===== src/rvMultiPkg.sv =====
package rvMultiPkg;

    typedef logic [31:0] word_t;
    typedef logic [4:0]  regIdx_t;

    typedef enum logic [1:0] {
        FETCH     = 2'd0,
        DECODE    = 2'd1,
        EXECUTE   = 2'd2,
        WRITEBACK = 2'd3
    } ctrlState_e;

    // Major opcodes, bits [6:0] of the instruction
    typedef enum logic [6:0] {
        OPC_OP     = 7'b0110011,
        OPC_OP_IMM = 7'b0010011,
        OPC_LOAD   = 7'b0000011,
        OPC_STORE  = 7'b0100011,
        OPC_BRANCH = 7'b1100011,
        OPC_JAL    = 7'b1101111,
        OPC_JALR   = 7'b1100111
    } opcode_e;

    typedef enum logic [3:0] {
        ALU_ADD  = 4'd0,
        ALU_SUB  = 4'd1,
        ALU_AND  = 4'd2,
        ALU_OR   = 4'd3,
        ALU_XOR  = 4'd4,
        ALU_SLT  = 4'd5,
        ALU_SLTU = 4'd6,
        ALU_SLL  = 4'd7,
        ALU_SRL  = 4'd8,
        ALU_SRA  = 4'd9,
        ALU_EQ   = 4'd10, // Compare ops only drive cmpTrue
        ALU_NE   = 4'd11,
        ALU_LT   = 4'd12,
        ALU_GE   = 4'd13,
        ALU_LTU  = 4'd14,
        ALU_GEU  = 4'd15
    } aluOp_e;

    typedef enum logic {
        SRC_A_PC  = 1'b0,
        SRC_A_RS1 = 1'b1
    } srcA_e;

    typedef enum logic [1:0] {
        SRC_B_RS2  = 2'd0,
        SRC_B_IMM  = 2'd1,
        SRC_B_FOUR = 2'd2
    } srcB_e;

    typedef enum logic [1:0] {
        WB_ALU  = 2'd0,
        WB_LOAD = 2'd1,
        WB_PC4  = 2'd2
    } wbSel_e;

    typedef enum logic [1:0] {
        IMM_I = 2'd0,
        IMM_S = 2'd1,
        IMM_B = 2'd2,
        IMM_J = 2'd3
    } immKind_e;

endpackage


===== src/ctrlBus.sv =====
`timescale 1ns/100ps

interface ctrlBus;
    import rvMultiPkg::*;

    logic     irLoad;
    logic     pcWrite;
    logic     regWrite;
    logic     memWrite;
    srcA_e    srcA;
    srcB_e    srcB;
    wbSel_e   wbSel;
    immKind_e immKind;
    aluOp_e   aluOp;
    logic     resultLoad;
    logic     operandLoad;
    logic     branchTaken; // Latched at the end of EXECUTE

    modport ctrl (
        output irLoad, pcWrite, regWrite, memWrite, srcA, srcB, wbSel,
               immKind, aluOp, resultLoad, operandLoad, branchTaken
    );

    modport dp (
        input irLoad, pcWrite, regWrite, memWrite, srcA, srcB, wbSel,
              immKind, aluOp, resultLoad, operandLoad, branchTaken
    );

endinterface


===== src/alu.sv =====
`timescale 1ns/100ps

module alu (
    input  rvMultiPkg::aluOp_e op,
    input  rvMultiPkg::word_t  a,
    input  rvMultiPkg::word_t  b,
    output rvMultiPkg::word_t  result,
    output logic               cmpTrue
);
    import rvMultiPkg::*;

    logic [4:0] shamt;
    logic       equal;
    logic       signedLt;
    logic       unsignedLt;

    assign shamt      = b[4:0]; // Only five bits count
    assign equal      = (a == b);
    assign signedLt   = ($signed(a) < $signed(b));
    assign unsignedLt = (a < b);

    always_comb begin
        result  = '0;
        cmpTrue = 1'b0;
        case (op)
            ALU_ADD:  result = a + b;
            ALU_SUB:  result = a - b;
            ALU_AND:  result = a & b;
            ALU_OR:   result = a | b;
            ALU_XOR:  result = a ^ b;
            ALU_SLT:  result = {31'b0, signedLt};
            ALU_SLTU: result = {31'b0, unsignedLt};
            ALU_SLL:  result = a << shamt;
            ALU_SRL:  result = a >> shamt;
            ALU_SRA:  result = $signed(a) >>> shamt;
            ALU_EQ:   cmpTrue = equal;
            ALU_NE:   cmpTrue = !equal;
            ALU_LT:   cmpTrue = signedLt;
            ALU_GE:   cmpTrue = !signedLt;
            ALU_LTU:  cmpTrue = unsignedLt;
            ALU_GEU:  cmpTrue = !unsignedLt;
        endcase
    end

endmodule


===== src/controlFsm.sv =====
`timescale 1ns/100ps

module controlFsm (
    input  logic              clk,
    input  logic              reset,
    input  rvMultiPkg::word_t instr,
    input  logic              cmpTrue,
    ctrlBus.ctrl              bus,
    output rvMultiPkg::word_t retiredCount
);
    import rvMultiPkg::*;

    ctrlState_e state;
    opcode_e    opcode;
    logic [2:0] funct3;
    logic       funct7b5;
    logic       altOp;
    logic       writesRd;
    aluOp_e     decodedOp;

    function automatic aluOp_e arithOp(input logic [2:0] f3, input logic alt);
        aluOp_e op;
        case (f3)
            3'b000:  op = alt ? ALU_SUB : ALU_ADD;
            3'b001:  op = ALU_SLL;
            3'b010:  op = ALU_SLT;
            3'b011:  op = ALU_SLTU;
            3'b100:  op = ALU_XOR;
            3'b101:  op = alt ? ALU_SRA : ALU_SRL;
            3'b110:  op = ALU_OR;
            default: op = ALU_AND;
        endcase
        return op;
    endfunction

    function automatic aluOp_e branchOp(input logic [2:0] f3);
        aluOp_e op;
        case (f3)
            3'b000:  op = ALU_EQ;
            3'b001:  op = ALU_NE;
            3'b100:  op = ALU_LT;
            3'b101:  op = ALU_GE;
            3'b110:  op = ALU_LTU;
            3'b111:  op = ALU_GEU;
            default: op = ALU_ADD; // Never taken, ALU reports no compare
        endcase
        return op;
    endfunction

    assign opcode   = opcode_e'(instr[6:0]);
    assign funct3   = instr[14:12];
    assign funct7b5 = instr[30];
    // ADDI has no subtract form, only SRAI uses bit 30
    assign altOp    = funct7b5 && (opcode == OPC_OP || funct3 == 3'b101);

    always_ff @(posedge clk) begin
        if (reset) begin
            state <= FETCH;
        end else begin
            case (state)
                FETCH:     state <= DECODE;
                DECODE:    state <= EXECUTE;
                EXECUTE:   state <= WRITEBACK;
                default:   state <= FETCH;
            endcase
        end
    end

    always_ff @(posedge clk) begin
        if (reset) begin
            bus.branchTaken <= 1'b0;
        end else if (state == EXECUTE) begin
            bus.branchTaken <= (opcode == OPC_BRANCH) && cmpTrue;
        end
    end

    always_ff @(posedge clk) begin
        if (reset) begin
            retiredCount <= '0;
        end else if (state == WRITEBACK) begin
            retiredCount <= retiredCount + 32'd1;
        end
    end

    always_comb begin
        writesRd    = 1'b0;
        bus.srcA    = SRC_A_RS1;
        bus.srcB    = SRC_B_RS2;
        bus.wbSel   = WB_ALU;
        bus.immKind = IMM_I;
        decodedOp   = ALU_ADD;
        case (opcode)
            OPC_OP: begin
                writesRd  = 1'b1;
                decodedOp = arithOp(funct3, altOp);
            end
            OPC_OP_IMM: begin
                writesRd  = 1'b1;
                bus.srcB  = SRC_B_IMM;
                decodedOp = arithOp(funct3, altOp);
            end
            OPC_LOAD: begin
                writesRd  = 1'b1;
                bus.srcB  = SRC_B_IMM;
                bus.wbSel = WB_LOAD;
            end
            OPC_STORE: begin
                bus.srcB    = SRC_B_IMM;
                bus.immKind = IMM_S;
            end
            OPC_BRANCH: begin
                bus.immKind = IMM_B;
                decodedOp   = (state == EXECUTE) ? branchOp(funct3) : ALU_ADD;
            end
            OPC_JAL: begin
                writesRd    = 1'b1;
                bus.srcA    = SRC_A_PC; // Target is PC + imm
                bus.srcB    = SRC_B_IMM;
                bus.wbSel   = WB_PC4;
                bus.immKind = IMM_J;
            end
            OPC_JALR: begin
                writesRd  = 1'b1;
                bus.srcB  = SRC_B_IMM;
                bus.wbSel = WB_PC4;
            end
            default: decodedOp = ALU_ADD; // Unknown opcode runs as a no-op
        endcase
    end

    assign bus.aluOp       = decodedOp;
    assign bus.irLoad      = (state == FETCH);
    assign bus.operandLoad = (state == DECODE);
    assign bus.resultLoad  = (state == EXECUTE);
    assign bus.pcWrite     = (state == WRITEBACK);
    assign bus.regWrite    = (state == WRITEBACK) && writesRd;
    assign bus.memWrite    = (state == WRITEBACK) && (opcode == OPC_STORE);

endmodule


===== src/datapath.sv =====
`timescale 1ns/100ps

module datapath #(
    parameter rvMultiPkg::word_t RESET_PC = 32'h0000_0000
) (
    input  logic                clk,
    input  logic                reset,
    ctrlBus.dp                  bus,
    output rvMultiPkg::word_t   instr,
    output rvMultiPkg::word_t   instrAddr,
    input  rvMultiPkg::word_t   instrData,
    output rvMultiPkg::word_t   dataAddr,
    output rvMultiPkg::word_t   dataWdata,
    output logic                dataWe,
    input  rvMultiPkg::word_t   dataRdata,
    output rvMultiPkg::word_t   aluA,
    output rvMultiPkg::word_t   aluB,
    input  rvMultiPkg::word_t   aluResult,
    output rvMultiPkg::regIdx_t rs1,
    output rvMultiPkg::regIdx_t rs2,
    output rvMultiPkg::regIdx_t rd,
    input  rvMultiPkg::word_t   rdata1,
    input  rvMultiPkg::word_t   rdata2,
    output rvMultiPkg::word_t   wdata,
    output logic                regWe
);
    import rvMultiPkg::*;

    word_t pc;
    word_t ir;
    word_t aReg;
    word_t bReg;
    word_t immReg;
    word_t resultReg;
    word_t imm;
    word_t pcPlus4;
    word_t nextPc;

    // Immediate of the selected format
    always_comb begin
        case (bus.immKind)
            IMM_I:   imm = {{20{ir[31]}}, ir[31:20]};
            IMM_S:   imm = {{20{ir[31]}}, ir[31:25], ir[11:7]};
            IMM_B:   imm = {{19{ir[31]}}, ir[31], ir[7], ir[30:25], ir[11:8], 1'b0};
            default: imm = {{11{ir[31]}}, ir[31], ir[19:12], ir[20], ir[30:21], 1'b0};
        endcase
    end

    always_ff @(posedge clk) begin
        if (bus.irLoad) begin
            ir <= instrData;
        end
        if (bus.operandLoad) begin
            aReg   <= rdata1;
            bReg   <= rdata2;
            immReg <= imm;
        end
        if (bus.resultLoad) begin
            resultReg <= aluResult;
        end
    end

    assign pcPlus4 = pc + 32'd4;

    always_comb begin
        if (bus.branchTaken) begin
            nextPc = pc + immReg;
        end else if (bus.wbSel == WB_PC4) begin
            nextPc = {resultReg[31:1], 1'b0}; // Jump target from the ALU
        end else begin
            nextPc = pcPlus4;
        end
    end

    always_ff @(posedge clk) begin
        if (reset) begin
            pc <= RESET_PC;
        end else if (bus.pcWrite) begin
            pc <= nextPc;
        end
    end

    assign aluA = (bus.srcA == SRC_A_PC) ? pc : aReg;

    always_comb begin
        case (bus.srcB)
            SRC_B_IMM:  aluB = immReg;
            SRC_B_FOUR: aluB = 32'd4;
            default:    aluB = bReg;
        endcase
    end

    always_comb begin
        case (bus.wbSel)
            WB_LOAD: wdata = dataRdata;
            WB_PC4:  wdata = pcPlus4; // Link address
            default: wdata = resultReg;
        endcase
    end

    assign instr     = ir;
    assign instrAddr = pc;
    assign rs1       = ir[19:15];
    assign rs2       = ir[24:20];
    assign rd        = ir[11:7];
    assign regWe     = bus.regWrite;
    assign dataAddr  = resultReg;
    assign dataWdata = bReg;
    assign dataWe    = bus.memWrite;

endmodule


===== src/regFile.sv =====
`timescale 1ns/100ps

module regFile (
    input  logic                clk,
    input  rvMultiPkg::regIdx_t rs1,
    input  rvMultiPkg::regIdx_t rs2,
    input  rvMultiPkg::regIdx_t rd,
    input  rvMultiPkg::word_t   wdata,
    input  logic                we,
    output rvMultiPkg::word_t   rdata1,
    output rvMultiPkg::word_t   rdata2
);
    import rvMultiPkg::*;

    word_t regs [1:31]; // x0 has no storage

    always_ff @(posedge clk) begin
        if (we && rd != 5'd0) begin
            regs[rd] <= wdata;
        end
    end

    assign rdata1 = (rs1 == 5'd0) ? '0 : regs[rs1];
    assign rdata2 = (rs2 == 5'd0) ? '0 : regs[rs2];

endmodule


===== src/rvMultiCore.sv =====
`timescale 1ns/100ps

module rvMultiCore #(
    parameter rvMultiPkg::word_t RESET_PC = 32'h0000_0000
) (
    input  logic              clk,
    input  logic              reset,
    output rvMultiPkg::word_t instrAddr,
    input  rvMultiPkg::word_t instrData,
    output rvMultiPkg::word_t dataAddr,
    output rvMultiPkg::word_t dataWdata,
    output logic              dataWe,
    input  rvMultiPkg::word_t dataRdata,
    output rvMultiPkg::word_t retiredCount
);
    import rvMultiPkg::*;

    word_t   instr;
    word_t   aluA;
    word_t   aluB;
    word_t   aluResult;
    logic    cmpTrue;
    regIdx_t rs1;
    regIdx_t rs2;
    regIdx_t rd;
    word_t   rdata1;
    word_t   rdata2;
    word_t   wdata;
    logic    regWe;

    ctrlBus bus ();

    controlFsm i_controlFsm (
        .clk          (clk),
        .reset        (reset),
        .instr        (instr),
        .cmpTrue      (cmpTrue),
        .bus          (bus.ctrl),
        .retiredCount (retiredCount)
    );

    datapath #(
        .RESET_PC (RESET_PC)
    ) i_datapath (
        .clk       (clk),
        .reset     (reset),
        .bus       (bus.dp),
        .instr     (instr),
        .instrAddr (instrAddr),
        .instrData (instrData),
        .dataAddr  (dataAddr),
        .dataWdata (dataWdata),
        .dataWe    (dataWe),
        .dataRdata (dataRdata),
        .aluA      (aluA),
        .aluB      (aluB),
        .aluResult (aluResult),
        .rs1       (rs1),
        .rs2       (rs2),
        .rd        (rd),
        .rdata1    (rdata1),
        .rdata2    (rdata2),
        .wdata     (wdata),
        .regWe     (regWe)
    );

    alu i_alu (
        .op      (bus.aluOp),
        .a       (aluA),
        .b       (aluB),
        .result  (aluResult),
        .cmpTrue (cmpTrue)
    );

    regFile i_regFile (
        .clk    (clk),
        .rs1    (rs1),
        .rs2    (rs2),
        .rd     (rd),
        .wdata  (wdata),
        .we     (regWe),
        .rdata1 (rdata1),
        .rdata2 (rdata2)
    );

endmodule


===== config.mk =====
export PLATFORM = sky130hd
export DESIGN_NAME = rvMultiCore
export DESIGN_NICKNAME = d
export VERILOG_FILES = /design/src/rvMultiPkg.sv /design/src/ctrlBus.sv /design/src/alu.sv /design/src/controlFsm.sv /design/src/datapath.sv /design/src/regFile.sv /design/src/rvMultiCore.sv
export SDC_FILE = /design/constraint.sdc
export NUM_CORES = 2
export LEC_CHECK = 0
export BUFFER_PORTS_ARGS = -buffer_cell sky130_fd_sc_hd__clkbuf_2
export CORE_UTILIZATION = 50
export CTS_BUF_LIST = sky130_fd_sc_hd__clkbuf_16
export CTS_CLUSTER_SIZE = 10
export DETAILED_ROUTE_END_ITERATION = 16
export PLACE_DENSITY_LB_ADDON = 0.15
export SYNTH_ARGS = -nofsm -noshare
export SYNTH_HDL_FRONTEND = slang
export SYNTH_SLANG_ARGS = --single-unit

===== constraint.sdc =====
create_clock -name clk -period 5.4 [get_ports clk]
set_input_delay 0.81 -clock clk [delete_from_list [all_inputs] [get_ports clk]]
set_output_delay 0.81 -clock clk [all_outputs]
set_load 0.02 [all_outputs]

Word-level counts from Yosys, hierarchy flattened
Memory sizes are Yosys's and may differ from the RTL's. A register that Yosys moved wholly into a read port is not among the register bits.
Index checks and enable logic that the tools add are counted.
{"block": "classes", "mux": 21, "n_eq_ne": 39, "magnitude_cmp": 2, "n_addsub": 5, "n_reduce_logical": 20, "shifts": 3, "bitwise": 3}
{"operator": "$pmux 32 s10", "count": 1}
{"operator": "$pmux 32 s2", "count": 2}
{"operator": "$mux 32", "count": 3}
{"operator": "$add 32x32->32", "count": 2}
{"operator": "$lt 32x32->1", "count": 2}
{"operator": "$pmux 20 s3", "count": 1}
{"operator": "$add 32x1->32 const B", "count": 1}
{"operator": "$add 32x3->32 const B", "count": 1}
{"operator": "$and 32x32->32", "count": 1}
{"operator": "$eq 32x32->1", "count": 1}
{"operator": "$eq 4x4->1 const B", "count": 8}
{"operator": "$or 32x32->32", "count": 1}
{"operator": "$shl 32x5->32", "count": 1}
{"operator": "$shr 32x5->32", "count": 1}
{"operator": "$sshr 32x5->32", "count": 1}
{"operator": "$sub 32x32->32", "count": 1}
{"operator": "$xor 32x32->32", "count": 1}
{"operator": "$pmux 4 s7", "count": 1}
{"operator": "$pmux 4 s6", "count": 1}
{"operator": "$eq 7x7->1 const B", "count": 3}
{"operator": "$eq 4x3->1 const B", "count": 4}
{"operator": "$eq 7x6->1 const B", "count": 2}
{"operator": "$eq 3x3->1 const B", "count": 4}
{"operator": "$pmux 2 s3", "count": 2}
{"operator": "25 further kinds", "count": 47}
{"block": "totals", "regBits": 152, "n_memories": 1, "wordCells": 101, "mem_bits_rw": 992, "inputBits": 66}
{"name": "i_regFile.regs", "words": 31, "width": 32, "read_ports": 2, "rd_clocked_by_memory_dff": 2, "write_ports": 1, "line": "regFile.sv:15", "source": "word_t regs [1:31];"}

Depth between registers and ports, before layout
{"block": "logic_depth", "word_depth": 9, "ltp_mapped": 24, "ltp_nobuf": 18}

Cells and area by module
A second synthesis with hierarchy kept.
{"block": "hier_totals", "hier_cells": 5094, "hier_area_um2": 67239.5}
{"module": "regFile", "cells_per_inst": 2593, "area_per_inst_um2": 46489.6, "n_inst": 1}
{"module": "datapath", "cells_per_inst": 939, "area_per_inst_um2": 10136.0, "n_inst": 1}
{"module": "alu", "cells_per_inst": 1322, "area_per_inst_um2": 8637.0, "n_inst": 1}
{"module": "controlFsm", "cells_per_inst": 240, "area_per_inst_um2": 1976.9, "n_inst": 1}

Worst setup path before layout
No wires, ideal clock.
{"block": "synth_timing", "path_kind": "register -> register", "from": "register i_datapath.ir[4], in the netlist i_datapath.instr[4]", "to": "register i_datapath.resultReg[24], in the netlist i_datapath.dataAddr[24], data pin", "setup_slack_ps": 119, "path_stages_with_launch": 23, "arrival_ps": 5010, "period_less_slack_ps": 5281, "cell_sequence": "edfxtp_1 > and4b_4 > and2_1 > buf_6 > inv_6 > nand3_2 > nand2_1 > buf_4 > buf_4 > buf_2 > buf_2 > ha_1 > fa_1 > a21oi_1 > nor4_1 > o31ai_1 > nand4b_1 > a31o_2 > a21oi_1 > nor2b_1 > o21ai_0 > mux2_2 > or4_1"}
{"block": "synth_between", "elab_chain_cells": 8, "word_cells_on_any_way": 39, "cone_classes": "2 x add/sub; 18 x eq/ne; 3 x shift; 8 x mux; 3 x bitwise; 5 x reduce/logical"}
{"element": "from (decl)", "line": "datapath.sv:30", "source": "word_t ir;"}
{"element": "from (signal assigned)", "line": "datapath.sv:51", "source": "ir <= instrData;"}
{"element": "parallel branches: the longest is 7 deep, another holds $sub 32x32->32"}
{"element": "$pmux 32 s10 *", "line": "alu.sv:25", "source": "case (op)"}
{"element": "net aluResult[24]", "line": "rvMultiCore.sv:21", "source": "word_t aluResult;"}
{"element": "to (signal assigned)", "line": "datapath.sv:59", "source": "resultReg <= aluResult;"}
{"element": "to (decl)", "line": "datapath.sv:34", "source": "word_t resultReg;"}
Mark *: on every way through the listed nets, which the timed path passes.
A chain may end at the register's enable or synchronous reset.

Final worst setup path
{"block": "layout_timing", "from": "register i_datapath.ir[4], in the netlist i_datapath.instr[4]", "to": "register i_datapath.resultReg[30], in the netlist i_datapath.dataAddr[30], data pin"}
The elaborated chain is that of the path after synthesis.

==> metrics.md <==
| Metric | Value |
|---|---|
| Outcome | `finished, final reports clean` |
| Critical path endpoint category | `flop` |
| Most frequent cell on the critical path | `sky130_fd_sc_hd__a21oi_1` |
| Startpoint class of the critical path | `flop` |
| FFs w/ async S/R, synth | `0` |
| Post-route design area | `75100 sq um` |
| Number of nets produced by synthesis | `4919` |
| Critical path, cell by cell | `and4b_4 > nand3_4 > buf_12 > mux2i_2 > inv_1 > ha_1 > a21o_1 > a21oi_1 > a21oi_1 > nor4_2 > nor3_1 > a221oi_1 > o21bai_1 > o311ai_1 > xnor2_1 > o221ai_1` |
| Initial antenna violation count | `21` |
| CTS max path bufs | `3` |
| Mean Syn Cell Area | `14.1 sq um` |
| Post-DP Area | `70900 sq um` |
| Simple-Gate Fraction of Synth Area | `0.0712` |
| Setup slack of the worst register-to-register path | `60 ps` |
| Period Utilization, post-route | `0.989` |
| Netlist cell types | `106` |
| Path category of the worst min-delay check | `in2reg` |
| Remaining antenna violation count | `0` |
| Synth Area in Compound Gates | `0.0964` |
| Setup repair after global routing missed its margin | `no` |
| Clock-pin slew reported for the worst setup and hold paths after clock tree synthesis | `60 ps` |
| Quantity of gates resized following cts | `0` |
| Number of slew-limit violations in the final report | `0` |
| Area share of fa/ha/maj cells after synthesis | `0.0271` |
| Combinational family with the most area after synthesis | `multiplexers` |
| Hold buffer count at CTS | `0` |
| Library cell used as clock root buffer | `sky130_fd_sc_hd__clkbuf_16` |
| Number of failing hold endpoints at the final stage | `0` |
| Top cell family by delay on the critical path | `compound AO/OA/AOI/OAI gates` |
| I/O pins | `195` |
| EDFF count, synth | `1141` |
| Share of total power in sequential cells | `0.339` |
| Count of synthesis-stage warnings from yosys | `0` |
| Type of the worst setup path | `reg2reg` |
| # port buffers | `194` |
| Die width | `366 microns` |
| Standby leakage power | `26.1 nW` |
| Number of global-route vias before repair | `46400` |
| Average routed wire per standard cell | `37.1 microns` |
| Internal Power | `22.4 mW` |
| # nets final | `5189` |
| Cell with the largest stage delay on the worst path | `sky130_fd_sc_hd__a221oi_1` |
| Synthesized-area fraction occupied by xor and xnor cells | `0.0143` |
| Hold Crit Depth | `1` |
| Fmax | `187 MHz` |
| Launch point of the worst reg-to-reg path | `i_datapath.instr[4]` |
| Post-synthesis cell count | `4711` |
| Switching component of the power | `15.0 mW` |
| Routability cong. | `1.13` |
| Post-synthesis mux area share | `0.223` |
| Most common library cell in the layout ignoring fill and taps | `sky130_fd_sc_hd__edfxtp_1` |
| H-tree levels | `4` |
| Cell area after synthesis | `66300 sq um` |
| Total power per unit cell area | `499 nW/um^2` |
| Time the final worst path needs with I/O delays and setup | `5340 ps` |
| Number of maximum-capacitance constraint violations | `0` |
| Layout cells sized above 1 | `0.274` |
| Number of remaining DRC errors | `0` |
| Worst rel slew slack | `0.128` |
| Switching Fraction | `0.402` |
| Share of the yosys chip area belonging to registers | `0.537` |
| Combinational Power Share | `0.426` |
| Crit-path max FO | `13` |
| Startpoint of the lowest-slack hold path | `instrData[30]` |
| Total global routing overflow | `0` |
| Worst R2R End | `i_datapath.dataAddr[30]` |
| Worst setup skew after layout | `44.3 ps` |
| TritonCTS clock tree | `yes` |
| Number of vias per cell after detailed routing | `7.06` |
| Routed Wire Length | `252000 microns` |
| First DRT Iteration DRCs | `7005` |
| Die span in y | `366 microns` |
| Clock latency of the later-clocked register in the worst-skew pair | `810 ps` |
| TritonCTS buffer count | `143` |
| Maximum number of pins on one net before global-route repair | `86` |
| Buffers inserted during post-CTS setup optimization | `0` |
| Total global-route track usage | `0.374` |
| Die ar. | `134000 sq um` |
| Relative area change from synthesis to final layout | `13.3%` |
| Clock share of power | `0.235` |
| Number of sinks driven by the clock tree | `1208` |
| First drt pass iteration count | `6` |
| HPWL after DPL | `168000 microns` |
| WP data arrival | `5880 ps` |
| Worst-margin pin slew | `1310 ps` |
| Largest vdd supply drop | `0.000355 V` |
| Worst EP required | `5940 ps` |
| Starting density of the core | `0.504` |
| Wire length of the first global-routing pass | `352000 microns` |
| Destination of the worst hold path | `i_datapath.instr[30]` |
| Core region area | `131000 sq um` |
| Flop and latch count out of synthesis | `1208` |
| Number of placement rows | `133` |
| Sum of buffers and inverters on the critical path | `2` |
| Final-report setup violation count | `0` |
| Maximum cell stage delay along the critical path | `700 ps` |
| Post-Route Setup TNS | `0 ps` |
| Most frequent cells in the layout | `1141 x sky130_fd_sc_hd__edfxtp_1, 507 x sky130_fd_sc_hd__mux4_2, 287 x sky130_fd_sc_hd__nor2_1` |
| Top FF cell, synth | `sky130_fd_sc_hd__edfxtp_1` |
| Via Count | `48000` |
| Cell depth of the worst flop-to-flop path | `16` |
[state kept, by name, summed over array words and instances (netlist names)]
register / flops
i_datapath.immReg: 21
i_controlFsm.retiredCount: 32
i_datapath.dataWdata: 32
i_datapath.dataAddr: 32
i_controlFsm.state: 2
i_controlFsm.bus.branchTaken: 1
i_datapath.instr: 32
i_regFile.regs: 992
i_datapath.instrAddr: 32
i_datapath.aReg: 32
[cells by family (layout without fill, tap and decap cells)]
kind of cell | Yosys count | count (layout)
DFF | 1208 | 1208
other | 0 | 9
and+or+nand+nor | 1008 | 1008
muxes | 822 | 822
xor gates and xnor gates | 108 | 108
AOI/OAI and AO/OA | 957 | 957
adders and majority gates | 142 | 142
buffers and inverters | 466 | 786
[metal layers]
metal / up-vias / track usage / part of all wire
li1: 19400 / - / -
met1: 24500 / 0.499 / 0.37
met2: 3369 / 0.562 / 0.44
met3: 688 / 0.0840 / 0.11
met4: 12 / 0.224 / 0.070
met5: - / 0 / 0.00033
[per-stage QoR]
| stage | std cells | total power [mW] | worst slack [ps] | hold slack (ps) | utilization |
|---|---|---|---|---|---|
| floorplan | 4711 | 21.9 | 119 | 400 | - |
| global placement | 6591 | 28.2 | -3.53 | 418 | 0.539 |
| detailed placement | 6591 | 28.2 | 16.7 | 405 | 0.539 |
| CTS | 6786 | 36.9 | 3.52 | 128 | 0.571 |
| global route | 6786 | 38.4 | 17.2 | 154 | 0.571 |
| finish | 6795 | 37.4 | 57.8 | 176 | 0.571 |
[how the worst max path moves through the flow]
stage | from | end | slack [ps] | depth (start not counted)
2_1_floorplan | i_datapath.instr[4] | i_datapath.dataAddr[24] | 120 | 22
5_1_grt | i_datapath.instr[4] | i_datapath.dataAddr[29] | 20 | 16
3_3_place_gp | i_datapath.instr[0] | i_datapath.dataAddr[0] | -4 | 17
3_5_place_dp | i_datapath.instr[0] | i_controlFsm.bus.branchTaken | 20 | 16
4_1_cts | i_datapath.instr[0] | i_controlFsm.bus.branchTaken | 4 | 16
6_report | i_datapath.instr[4] | i_datapath.dataAddr[30] | 60 | 16
[cells in the mapped netlist (14+ instances only)]
cell | instances | area [sq um]
sky130_fd_sc_hd__a211oi_1 | 62 | 465
sky130_fd_sc_hd__a21o_1 | 51 | 383
sky130_fd_sc_hd__a21oi_1 | 214 | 1070
sky130_fd_sc_hd__a221oi_1 | 67 | 587
sky130_fd_sc_hd__a22oi_1 | 49 | 368
sky130_fd_sc_hd__a31oi_1 | 27 | 169
sky130_fd_sc_hd__and3_1 | 38 | 238
sky130_fd_sc_hd__buf_1 | 77 | 289
sky130_fd_sc_hd__buf_2 | 58 | 290
sky130_fd_sc_hd__buf_4 | 17 | 128
sky130_fd_sc_hd__buf_6 | 14 | 158
sky130_fd_sc_hd__clkbuf_1 | 183 | 687
sky130_fd_sc_hd__dfxtp_1 | 67 | 1340
sky130_fd_sc_hd__edfxtp_1 | 1141 | 34300
sky130_fd_sc_hd__ha_1 | 139 | 1740
sky130_fd_sc_hd__inv_1 | 105 | 394
sky130_fd_sc_hd__mux2_2 | 71 | 800
sky130_fd_sc_hd__mux2i_1 | 224 | 2240
sky130_fd_sc_hd__mux4_2 | 507 | 11400
sky130_fd_sc_hd__nand2_1 | 262 | 983
sky130_fd_sc_hd__nand2b_1 | 22 | 138
sky130_fd_sc_hd__nand3_1 | 115 | 576
sky130_fd_sc_hd__nand4_1 | 15 | 93.8
sky130_fd_sc_hd__nor2_1 | 317 | 1190
sky130_fd_sc_hd__nor2b_1 | 28 | 175
sky130_fd_sc_hd__nor3_1 | 105 | 526
sky130_fd_sc_hd__nor4_1 | 19 | 119
sky130_fd_sc_hd__o211ai_1 | 60 | 450
sky130_fd_sc_hd__o21a_1 | 20 | 150
sky130_fd_sc_hd__o21ai_0 | 192 | 961
sky130_fd_sc_hd__o21ai_1 | 31 | 155
sky130_fd_sc_hd__o221ai_1 | 30 | 263
sky130_fd_sc_hd__o31ai_1 | 14 | 105
sky130_fd_sc_hd__or3_1 | 16 | 100
sky130_fd_sc_hd__xnor2_1 | 61 | 534
sky130_fd_sc_hd__xor2_1 | 47 | 412
[power groups by stage]
stage                     Clock, mW  Combinational [mW]  Sequential (mW)
after detailed placement          0                15.4             12.8
after global routing           9.21                16.6             12.6
after global placement            0                15.4             12.8
after floorplan                   0                9.48             12.4
after CTS                      8.88                15.4             12.6
final                          8.78                16.0             12.7
[worst register-to-register path, cell delays in order, from the launching register on]
cell and delay, ps:
sky130_fd_sc_hd__edfxtp_1 400, sky130_fd_sc_hd__and4b_4 370, sky130_fd_sc_hd__nand3_4 280, sky130_fd_sc_hd__buf_12 280, sky130_fd_sc_hd__mux2i_2 300, sky130_fd_sc_hd__inv_1 110
sky130_fd_sc_hd__ha_1 460, sky130_fd_sc_hd__a21o_1 260, sky130_fd_sc_hd__a21oi_1 210, sky130_fd_sc_hd__a21oi_1 180, sky130_fd_sc_hd__nor4_2 520, sky130_fd_sc_hd__nor3_1 160
sky130_fd_sc_hd__a221oi_1 700, sky130_fd_sc_hd__o21bai_1 160, sky130_fd_sc_hd__o311ai_1 350, sky130_fd_sc_hd__xnor2_1 190, sky130_fd_sc_hd__o221ai_1 160
[layout make-up]
class	instances	area, sq um
fill	10400	56400
clock buffer	145	3630
tap	1755	2200
multi-input combinational	3037	29100
timing repair buffer	476	3580
sequential	1208	35600
antenna	9	22.5
clock inverter	50	478
inverter	115	437
Note: power is estimated with default switching activity, not from simulation.
